## config.mk

```make
export PLATFORM = sky130hd
export DESIGN_NAME = tdcPatternGen
export DESIGN_NICKNAME = d
export VERILOG_FILES = /design/src/pixelReadoutPkg.sv /design/src/tdcPatternGen.sv
export SDC_FILE = /design/constraint.sdc
export NUM_CORES = 1
export LEC_CHECK = 0
export ABC_CLOCK_PERIOD_IN_PS = 2340
export BUFFER_PORTS_ARGS = -buffer_cell sky130_fd_sc_hd__buf_2
export CORE_UTILIZATION = 42
export CTS_CLUSTER_SIZE = 12
export DETAILED_ROUTE_END_ITERATION = 12
export PLACE_DENSITY = 0.88
export RECOVER_POWER = 100
export SLEW_MARGIN = 0
export SYNTH_ARGS = -nofsm -noshare
export SYNTH_HDL_FRONTEND = slang
export SYNTH_SLANG_ARGS = --single-unit
export TNS_END_PERCENT = 30
```

## constraint.sdc

```tcl
create_clock -name clk -period 2.34 [get_ports clk]
set_input_delay 0.468 -clock clk [delete_from_list [all_inputs] [get_ports clk]]
set_output_delay 0.468 -clock clk [all_outputs]
set_load 0.02 [all_outputs]
```

## src/pixelReadoutPkg.sv

```systemverilog
`default_nettype none

package pixelReadoutPkg;

    ////////////////////////////////////////////////////////////////////////////
    // data words
    ////////////////////////////////////////////////////////////////////////////

    // one TDC word, same bit order as the TDC output bus
    typedef struct packed {
        logic [9:0] toa;    // time of arrival
        logic [8:0] tot;    // time over threshold
        logic [9:0] cal;    // calibration code
        logic       hit;
    } tdcWordT;

    // stored hit, flag dropped
    typedef struct packed {
        logic [9:0] toa;
        logic [8:0] tot;
        logic [9:0] cal;
    } hitRecordT;

    // inclusive bounds, tot window only looks at bits 8:0
    typedef struct packed {
        logic [9:0] lower;
        logic [9:0] upper;
    } windowT;

    typedef struct packed {
        logic [1:0] workMode;   // 0 normal, 1 fixed test, 2 random test, 3 normal
        logic [6:0] occupancy;  // random mode hit threshold
        windowT     toaWin;
        windowT     totWin;
        windowT     calWin;
        logic [8:0] latency;    // L1A look-back in cycles
    } pixelConfigT;

    ////////////////////////////////////////////////////////////////////////////
    // register map, word addresses
    ////////////////////////////////////////////////////////////////////////////

    localparam logic [2:0] regCtrl    = 3'd0;
    localparam logic [2:0] regToaWin  = 3'd1;
    localparam logic [2:0] regTotWin  = 3'd2;
    localparam logic [2:0] regCalWin  = 3'd3;
    localparam logic [2:0] regLatency = 3'd4;
    localparam logic [2:0] regStatus  = 3'd5;  // read only
    localparam logic [2:0] regData    = 3'd6;  // read only, pops

    // reset values
    localparam logic [1:0] defWorkMode  = 2'd0;
    localparam logic [6:0] defOccupancy = 7'd0;
    localparam windowT     defWindow    = '{lower: 10'h000, upper: 10'h3ff};  // fully open
    localparam logic [8:0] defLatency   = 9'd100;

endpackage

`default_nettype wire

```

## src/tdcPatternGen.sv

```systemverilog
`timescale 1ns/1ns
`default_nettype none

module tdcPatternGen import pixelReadoutPkg::*; (
    input  logic        clk,
    input  logic        reset,
    input  pixelConfigT cfg,
    input  logic [7:0]  pixelId,
    output tdcWordT     testWord
);

    localparam logic [29:0] lfsrSeed = 30'h1234_5678;  // any nonzero
    localparam logic [8:0]  fixedTot = 9'd100;
    localparam logic [9:0]  fixedCal = 10'd200;

    logic [29:0] lfsr;
    logic        feedback;
    logic        randomMode;

    assign randomMode = (cfg.workMode == 2'd2);

    // x^30 + x^6 + x^4 + x + 1, maximal length
    assign feedback = lfsr[29] ^ lfsr[5] ^ lfsr[3] ^ lfsr[0];

    always_ff @(posedge clk)
    begin
        if (reset)
        begin
            lfsr <= lfsrSeed;
        end
        else if (randomMode)
        begin
            lfsr <= {lfsr[28:0], feedback};  // frozen outside random mode
        end
    end

    ////////////////////////////////////////////////////////////////////////////
    // word build
    ////////////////////////////////////////////////////////////////////////////

    always_comb
    begin
        if (cfg.workMode == 2'd1)
        begin
            // fixed pattern, toa carries the pixel id
            testWord.toa = {2'b00, pixelId};
            testWord.tot = fixedTot;
            testWord.cal = fixedCal;
            testWord.hit = 1'b1;
        end
        else
        begin
            testWord.toa = lfsr[29:20];
            testWord.tot = lfsr[19:11];
            testWord.cal = lfsr[10:1];
            testWord.hit = (lfsr[6:0] < cfg.occupancy);  // occupancy/128 hit rate
        end
    end

endmodule

`default_nettype wire

```

Word level (Yosys, flattened, before mapping)

Cells that the tools add are included.

Flip-flop bits (word level): 30
Latch bits: 0
RAM bits: 0
Bits in read-only memories: 0
Output and inout bits: 30
Memories: 0

Add/subtract/negate cells: 0
$mul: 0
Divide/modulo/power cells: 0
Magnitude comparators: 1
Equality and inequality tests: 2
Shift-type cells: 0
Multiplexer cells: 1
Bitwise logic cells: 3
Reduce and logical (&&, ||, !) cells: 0

Operator list:

| kind               | number |
|---|---|
| $mux 30            | 1 |
| $lt 7x7->1         | 1 |
| $xor 1x1->1        | 3 |
| $eq 2x1->1 const B | 1 |
| $eq 2x2->1 const B | 1 |

Longest topological paths before layout

Gate-level depths: netlist of the first run.

Depth in word-level cells: 3
Gate-level depth with buffers: 5
Depth with buffers taken out: 5

Worst setup path after synthesis of the first run

Ideal clock, no wire load.

Kind: input-to-output
From: input cfg[75] (netlist bit)
To: output testWord[0] (netlist bit)
Data arrival time: 1.497 ns
Required time: 1.872 ns
Path slack: 0.375 ns
Stages: 5
Buffers on the path: 0
Cells stage by stage: inv_1 -> ha_1 -> a21oi_1 -> o21ai_0 -> o21ai_0

RTL lines:

| item            | line               | source |
|---|---|---|
| start, declared | tdcPatternGen.sv:7 | `input pixelConfigT cfg,` |
| end, declared   | tdcPatternGen.sv:9 | `output tdcWordT testWord` |

==> impl_metrics.tcl, run 1 <==
set metrics [dict create \
    status "complete, no violations" \
    fin_crit_sh_pct 91.1 \
    h-tree-depth 2 \
    clk_pin_slew_ns 0.10 \
    start_util_pct 44.4 \
    yosysSeqAreaShare_pct 39.9 \
    synth_area_leaders "dfxtp_1, nand2_1, a21oi_1" \
    fin_nets 327 \
    largest_reg_flops 30 \
    io_pins 118 \
    drt_iter0_drc 67 \
    synth_top_area_share_pct 39.9 \
    drive_gt1_share_pct 19.2 \
    wire_per_inst_microns 10.5 \
    syn_area_sq_um 1500 \
    p_clk_share_pct 29.1 \
    cts.repair.resized 0 \
    reg.largest.list "lfsr x30" \
    synth-edff-count 0 \
    min-delay-path-class "reg2reg" \
    grt_usage_pct 17.5 \
    yosysTopAreaCell "dfxtp_1" \
    rsz0062_at_grt "false" \
    drcViolationCount 0 \
    finalHoldViolations 0 \
    worst-slew-pin-transition_ns 1.17 \
    cts-buffers-inserted 5 \
    fmax_ghz 0.469 \
    critPathArrivalTime_ns 1.66 \
    slew_headroom_pct 22.2 \
    cts_tree "done" \
    dp_hpwl_microns 2050 \
    grt_pass1_wl_microns 4860 \
    p_sw_share_pct 30.2 \
    required_ns 1.87 \
    dr.pass1.iters 4 \
    root_buffer "clkbuf_4" \
    hold_ws_ns 0.468 \
    setup_viol 0 \
    cts_setup_buffers 0 \
    grt_overflow 0 \
    yosysUniqueCellTypes 24 \
    synth_flop_cell "dfxtp_1" \
    core_area_sq_um 3390 \
    diodes 0 \
    syn_area_per_cell_sq_um 8.04 \
    synth_nets 281 \
    ys_warn_count 0 \
    p_seq_share_pct 50.8 \
    drv_cap 0 \
    comb_power_share_pct 20.1 \
    ys_seq_elements 30 \
    yosysMostFrequentCell "nand2_1" \
    fin_worst_skew_ns 0.0150 \
    cp_max_fo 10 \
    p_int_w 0.000771 \
    areaGrowthSynthToFinish_pct 19.1 \
    viasPerCell 4.72 \
    globalplace.congestion 0.737 \
    fin_setup_tns_ns 0 \
    largest-register "lfsr" \
    dieArea_sq_um 3820 \
    slew_viol_final 0 \
    p_per_area_nw_per_um2 617 \
    yosys-top-cells-count "nand2_1, dfxtp_1, a21oi_1" \
    clockBufferDepth 2 \
    ctsHoldBuffers 0 \
    final_antenna_net_count 0 \
    synth-async-reset-ratio_pct 0 \
    p_switching_w 0.000334 \
    die_w_microns 61.8 \
    rows 21 \
    irDropWorstVdd_uv 313 \
    min_period_ns 2.13 \
    grt_pass1_vias 1179 \
    worstSetupStartpointType "primary input" \
    path_class "in2out" \
    clock-sinks 30 \
    vias 1321 \
    grt_max_degree 31 \
    synthCells 187 \
    finalWirelength_microns 2950 \
    clk_latency_ns 0.32 \
    antenna_found_initial 0 \
    leakagePower_nw 0.815 \
    end_kind "output pin" \
    portBuffers 48 \
    die_h_microns 61.8 \
]
-- power groups by stage --
stage	clock network [W]	logic [W]	registers (W)
3_5_place_dp	0	0.000231	0.000573
4_1_cts	0.000336	0.000232	0.000561
6_report	0.000322	0.000222	0.000561
3_3_place_gp	0	0.000224	0.000572
2_1_floorplan	0	0.000168	0.000566
5_1_grt	0.000358	0.000255	0.000565
-- worst max-delay path, stage by stage --
cell      delay (ns)
clkbuf_1        0.16
nand2b_1        0.16
clkbuf_1        0.36
mux2_1          0.36
clkbuf_2        0.15
-- final cells by class --
cell class	instances	area, sq um
fill	345	1600
clock buffer	6	51.3
clock inverter	2	12.5
sequential	30	601
multi-input combinational	139	815
timing repair buffer	51	233
inverter	6	22.5
tap	46	57.6
-- placed cells by master (no fill, tap or decap) --
| master | instances |
|---|---|
| clkbuf_8 | 1 |
| nand3b_1 | 13 |
| nand4_1 | 1 |
| clkinvlp_4 | 1 |
| o21ai_0 | 2 |
| and2_2 | 1 |
| and2_0 | 6 |
| mux2_1 | 8 |
| nand2b_1 | 8 |
| buf_2 | 25 |
| clkbuf_4 | 5 |
| nand2b_4 | 1 |
| and2_1 | 8 |
| a21oi_1 | 20 |
| nand2_1 | 59 |
| clkbuf_2 | 8 |
| inv_1 | 6 |
| clkbuf_1 | 18 |
| nor2_1 | 1 |
| nor2_2 | 1 |
| nor2b_2 | 1 |
| xnor2_1 | 1 |
| ha_1 | 6 |
| nand3_1 | 1 |
| xnor3_1 | 1 |
| clkinv_2 | 1 |
| dfxtp_1 | 30 |
-- worst paths after layout --
check	from	end	slack [ns]	cells after the start
worst max-delay path	cfg[77]	testWord[22]	0.21	5
worst min-delay path	lfsr[12]	lfsr[13]	0.47	2
worst max register to register	lfsr[29]	lfsr[0]	1.15	4
worst min register to register	lfsr[12]	lfsr[13]	0.47	2
-- logic make-up (layout without fill, tap and decap cells) --
group,after synthesis,after routing,synth area share [%]
AOI/OAI and AO/OA,22,22,7.32
xor gates and xnor gates,2,2,2.08
adders and majority gates,6,6,4.99
buffers and inverters,18,65,6.07
DFF,30,30,39.9
muxes,8,8,5.99
and+or+nand+nor,101,101,33.6
-- stage by stage --
step	area (sq um)	setup WS, ns	instances	utilization [%]	power (W)
5_1_grt	1790	0.0687	280	52.9	0.00118
3_3_place_gp	1760	0.413	272	51.9	0.000796
4_1_cts	1820	0.257	280	53.7	0.00113
6_report	1790	0.209	280	52.9	0.00110
2_1_floorplan	1500	0.375	187	-	0.000733
3_5_place_dp	1760	0.367	272	51.9	0.000804
-- metal layers --
metal | global-route usage [%] | routed length [microns]
met5 | 0 | 0
met4 | 8.57 | 14
met3 | 4.55 | 169
met2 | 28.7 | 1290
met1 | 21.4 | 1470
Power figures use the tool's default switching activity.
==> run 2: changes to the inputs <==
Settings changed: ABC_AREA set to 1.
==> run 2 against run 1 <==
- clock skew fell by 0.0045 ns
- utilization shrank 1.2 points
- power up 11%
- maximum frequency increased by 1.2%
- sequential power is 1% higher
- critical path type is now reg2out
==> impl_metrics.tcl, run 2 <==
set metrics [dict create \
    cp_slowest_stage_delay_ns 0.42 \
    synth-edff-count 0 \
    p_int_w 0.000849 \
    p_clk_share_pct 33.6 \
    ys_warn_count 0 \
    fin_worst_skew_ns 0.0105 \
    critPathArrivalTime_ns 1.64 \
    fmax_ghz 0.475 \
    diodes 0 \
    power_w 0.00123 \
    worst-slew-pin-transition_ns 1.05 \
    p_switching_w 0.000380 \
    worstSetupStartpointType "flop" \
    cts_setup_buffers 0 \
    p_per_area_nw_per_um2 701 \
    vias 1393 \
    irDropWorstVdd_uv 692 \
    required_ns 1.87 \
    antenna_found_initial 0 \
    largest_reg_flops 30 \
    r2r_slack_ns 1.35 \
    yosysTopAreaCell "dfxtp_1" \
    p_seq_share_pct 46.1 \
    clock-sinks 30 \
    dieArea_sq_um 3840 \
    yosysUniqueCellTypes 21 \
    h-tree-depth 2 \
    die_h_microns 62.0 \
    clk_latency_ns 0.34 \
    drive_gt1_share_pct 13.1 \
    synth_nets 305 \
    final_cell_mix "nand2_1, nor2_1, dfxtp_1" \
    yosys-top-cells-count "nand2_1, nor2_1, dfxtp_1" \
    status "complete, no violations" \
    comb_power_share_pct 20.3 \
    hold_ws_ns 0.443 \
    ctsHoldBuffers 0 \
    crit_chain "ha_1 > a21oi_1 > nor2_1 > nor2_1 > nand3_1 > nand2_1 > clkbuf_2" \
    grt_pass1_vias 1111 \
    drt_iter0_drc 84 \
    synth_top_area_share_pct 39.7 \
    pre_cts_ws_ns 0.399 \
    cts.repair.resized 0 \
    setup_viol 0 \
    drcViolationCount 0 \
    portBuffers 48 \
    clk_pin_slew_ns 0.10 \
    reg.largest.list "lfsr x30" \
    rows 21 \
    synth_flop_cell "dfxtp_1" \
    start_util_pct 44.6 \
    finalWorstSetupSlack_ns 0.234 \
    yosysSeqAreaShare_pct 39.7 \
    drv_cap 0 \
    dr.pass1.iters 5 \
    synth_area_leaders "dfxtp_1, nand2_1, nor2_1" \
    grt_usage_pct 17.8 \
    synthCells 211 \
    root_buffer "clkbuf_4" \
    p_sw_share_pct 30.9 \
    cts-buffers-inserted 5 \
    cpMostUsedCell "nor2_1" \
    finalHoldViolations 0 \
    finalWirelength_microns 3080 \
    slew_viol_final 0 \
    viasPerCell 4.57 \
    end_kind "output pin" \
    dp_hpwl_microns 2170 \
    clockBufferDepth 2 \
    fin_setup_tns_ns 0 \
    yosysMostFrequentCell "nand2_1" \
    slew_headroom_pct 30.0 \
    rsz0062_at_grt "false" \
    min_period_ns 2.11 \
    globalplace.congestion 0.809 \
    syn_area_per_cell_sq_um 7.16 \
    largest-register "lfsr" \
    die_w_microns 62.0 \
    path_class "reg2out" \
    synth-async-reset-ratio_pct 0 \
    io_pins 118 \
    core_area_sq_um 3390 \
    fin_crit_sh_pct 90.0 \
    final_common_cell "nand2_1" \
    crit_slowest_cell "dfxtp_1" \
    syn_area_sq_um 1510 \
    wire_per_inst_microns 10.1 \
    cts_tree "done" \
    leakagePower_nw 0.875 \
    grt_max_degree 35 \
    grt_pass1_wl_microns 4820 \
    min-delay-path-class "in2reg" \
    finish.utilization_pct 51.7 \
    cp_max_fo 4 \
    grt_overflow 0 \
    ys_seq_elements 30 \
    areaGrowthSynthToFinish_pct 15.9 \
    final_antenna_net_count 0 \
    fin_nets 352 \
]
-- run 2: cell count changes after synthesis, sizes merged, moves of 8 or more --
cell and change:
nand2b -9, nor2 +32, nand3b -13, o21ai +20, inv +21, and2 -15
nand2 -12, mux2 -8
-- run 2: per-stage QoR --
stage / instances / instance area [sq um]
after floorplan: 211 / 1510
after global placement: 297 / 1720
after detailed placement: 297 / 1720
after CTS: 305 / 1800
after global routing: 305 / 1750
final: 305 / 1750
-- run 2: worst max-delay path, delay by kind of cell, from the launching register on --
| family | cells | cell delay [ns] |
|---|---|---|
| flip-flops | 1 | 0.42 |
| AO/OA/AOI/OAI | 1 | 0.16 |
| buffers and inverters | 1 | 0.17 |
| AND/OR/NAND/NOR | 4 | 0.29 |
| adder cells (fa/ha/maj) | 1 | 0.27 |
-- run 2: area by class of cell --
class                           instances  area, sq um
Clock buffer                            5         37.5
Clock inverter                          3         40.0
Fill cell                             349         1640
Inverter                               27          109
Multi-Input combinational cell        144          688
Sequential cell                        30          601
Tap cell                               46         57.6
Timing Repair Buffer                   50          219
-- run 2: kinds of logic (layout without fill, tap and decap cells) --
kind of cell	after synthesis	after routing	share of synthesized area, %
AND/OR/NAND/NOR	94	94	26.0
adder cells (fa/ha/maj)	6	6	4.97
buffers and inverters	37	85	13.9
AO/OA/AOI/OAI	44	44	15.4
flip-flops	30	30	39.7
-- run 2: final timing paths --
path / from / to / depth (start not counted)
worst max-delay path: lfsr[4] / testWord[0] / 7
worst min register to register: lfsr[19] / lfsr[19] / 2
worst min-delay path: reset / lfsr[20] / 3
worst max register to register: lfsr[5] / lfsr[0] / 8
-- run 2: routing by layer --
| layer | GRT usage (%) | wire length (microns) | vias to the layer above |
|---|---|---|---|
| met2 | 27.8 | 1270 | 56 |
| met1 | 22.1 | 1550 | 573 |
| met4 | 9.52 | 63 | 0 |
| li1 | - | - | 757 |
| met5 | 0 | 0 | - |
| met3 | 4.97 | 202 | 7 |
-- run 2: power by group through the flow --
| stage | logic (W) | clock network (W) | registers, W |
|---|---|---|---|
| global placement | 0.000258 | 0 | 0.000578 |
| floorplan | 0.000198 | 0 | 0.000573 |
| CTS | 0.000265 | 0.000415 | 0.000567 |
| global route | 0.000286 | 0.000437 | 0.000572 |
| detailed placement | 0.000264 | 0 | 0.000579 |
| finish | 0.000249 | 0.000413 | 0.000567 |
==> run 3: changes to the inputs <==
Settings changed: MAX_ROUTING_LAYER set to met4.
==> run 3 against run 2 <==
- global-route usage grew 0.56 points
- setup slack is essentially flat
- cell count is the same
- largest cell class unchanged
- largest power group unchanged
==> impl_metrics.tcl, run 3 (synthesis results as in run 2) <==
set metrics [dict create \
    critPathArrivalTime_ns 1.64 \
    grt_max_degree 35 \
    end_kind "output pin" \
    dp_hpwl_microns 2170 \
    startpoint "lfsr[4]" \
    hold_ws_ns 0.442 \
    largest-register "lfsr" \
    cp_max_fo 4 \
    final_antenna_net_count 0 \
    worst-slew-pin-transition_ns 1.05 \
    drt_iter0_drc 71 \
    finalWirelength_microns 3090 \
    io_pins 118 \
    fill_cells 349 \
    fin_worst_skew_ns 0.0105 \
    viasPerCell 4.57 \
    root_buffer "clkbuf_4" \
    cpMostUsedCell "nor2_1" \
    die_h_microns 62.0 \
    cts_tree "done" \
    slew_headroom_pct 29.9 \
    final_cell_mix "nand2_1, nor2_1, dfxtp_1" \
    dieArea_sq_um 3840 \
    grt_pass1_vias 1113 \
    irDropWorstVdd_uv 692 \
    multiInputGateArea_sq_um 688 \
    setup_viol 0 \
    grt_overflow 0 \
    wire_per_inst_microns 10.1 \
    dr.pass1.iters 5 \
    path_class "reg2out" \
    h-tree-depth 2 \
    clk_latency_ns 0.34 \
    leakagePower_nw 0.875 \
    fin_setup_tns_ns 0 \
    ctsHoldBuffers 0 \
    start_util_pct 44.6 \
    cp_slowest_stage_delay_ns 0.42 \
    clk_pin_slew_ns 0.10 \
    globalplace.congestion 0.821 \
    clockBufferDepth 2 \
    grt_pass1_wl_microns 4820 \
    portBuffers 48 \
    min-delay-path-class "in2reg" \
    vias 1395 \
    crit_slowest_cell "dfxtp_1" \
    ff_latch_area_sq_um 601 \
    endpoint "testWord[0]" \
    crit_chain "ha_1 > a21oi_1 > nor2_1 > nor2_1 > nand3_1 > nand2_1 > clkbuf_2" \
    pre_cts_ws_ns 0.399 \
    r2r_start "lfsr[5]" \
    fin_crit_sh_pct 90.0 \
    largest_reg_flops 30 \
    ff2ff_path_depth 8 \
    required_ns 1.87 \
    grt_usage_pct 18.3 \
    r2r_slack_ns 1.35 \
    core_area_sq_um 3390 \
    fin_nets 352 \
    cts-buffers-inserted 5 \
    min_period_ns 2.11 \
    cts.repair.resized 0 \
    r2r-end "lfsr[0]" \
    die_w_microns 62.0 \
    fmax_ghz 0.475 \
    final_common_cell "nand2_1" \
    p_per_area_nw_per_um2 701 \
    drive_gt1_share_pct 13.1 \
    status "complete, no violations" \
    finalWorstSetupSlack_ns 0.233 \
    worstSetupStartpointType "flop" \
    slew_viol_final 0 \
    rsz0062_at_grt "false" \
    diodes 0 \
    antenna_found_initial 0 \
    finalHoldViolations 0 \
    drcViolationCount 0 \
    reg.largest.list "lfsr x30" \
    rows 21 \
    drv_cap 0 \
    areaGrowthSynthToFinish_pct 15.9 \
    clock-sinks 30 \
    cts_setup_buffers 0 \
]
[run 3: cell counts in the layout (fill, tap and decap cells not counted)]
Identical to the previous run, type by type.
[run 3: layout make-up]
| type | count | share of cell area, % |
|---|---|---|
| multi-input cells | 144 | 39.3 |
| repair buffers | 50 | 12.5 |
| well taps | 46 | 3.29 |
| clock buffers | 5 | 2.14 |
| clock inverters | 3 | 2.29 |
| inverters | 27 | 6.21 |
| flip-flops and latches | 30 | 34.3 |
[run 3: how the worst min path moves through the flow]
stage	cells past startpoint	start	end
floorplan	2	lfsr[12]	lfsr[12]
global placement	2	lfsr[12]	lfsr[12]
detailed placement	2	lfsr[20]	lfsr[21]
CTS	3	reset	lfsr[4]
global route	3	reset	lfsr[20]
finish	3	reset	lfsr[20]
[run 3: metrics by stage]
| step | util, % | total power [W] | area [sq um] | instances |
|---|---|---|---|---|
| floorplan | - | 0.000771 | 1510 | 211 |
| global placement | 50.8 | 0.000836 | 1720 | 297 |
| detailed placement | 50.8 | 0.000842 | 1720 | 297 |
| CTS | 53.1 | 0.00125 | 1800 | 305 |
| global route | 51.7 | 0.00130 | 1750 | 305 |
| finish | 51.7 | 0.00123 | 1750 | 305 |
[run 3: layer usage]
| metal | global-route usage, % | up-vias | share of wire, % |
|---|---|---|---|
| met2 | 27.8 | 55 | 41 |
| met4 | 9.52 | 0 | 2.0 |
| met3 | 4.35 | 7 | 5.8 |
| met5 | - | - | 0 |
| met1 | 22.5 | 576 | 51 |
| li1 | - | 757 | - |
[run 3: power breakdown]
| group | total (W) | switching [W] | internal, W | leakage (nW) |
|---|---|---|---|---|
| Sequential | 0.000567 | 0.0000212 | 0.000546 | 0.248 |
| Clock | 0.000413 | 0.000191 | 0.000221 | 0.0450 |
| Combinational | 0.000249 | 0.000167 | 0.0000819 | 0.582 |
[run 3: critical path, delay by kind of cell (launching register included)]
family                     cells  cell delay, ns
AOI/OAI and AO/OA              1            0.16
DFF                            1            0.42
adders and majority gates      1            0.27
and+or+nand+nor                4            0.29
buffers and inverters          1            0.17
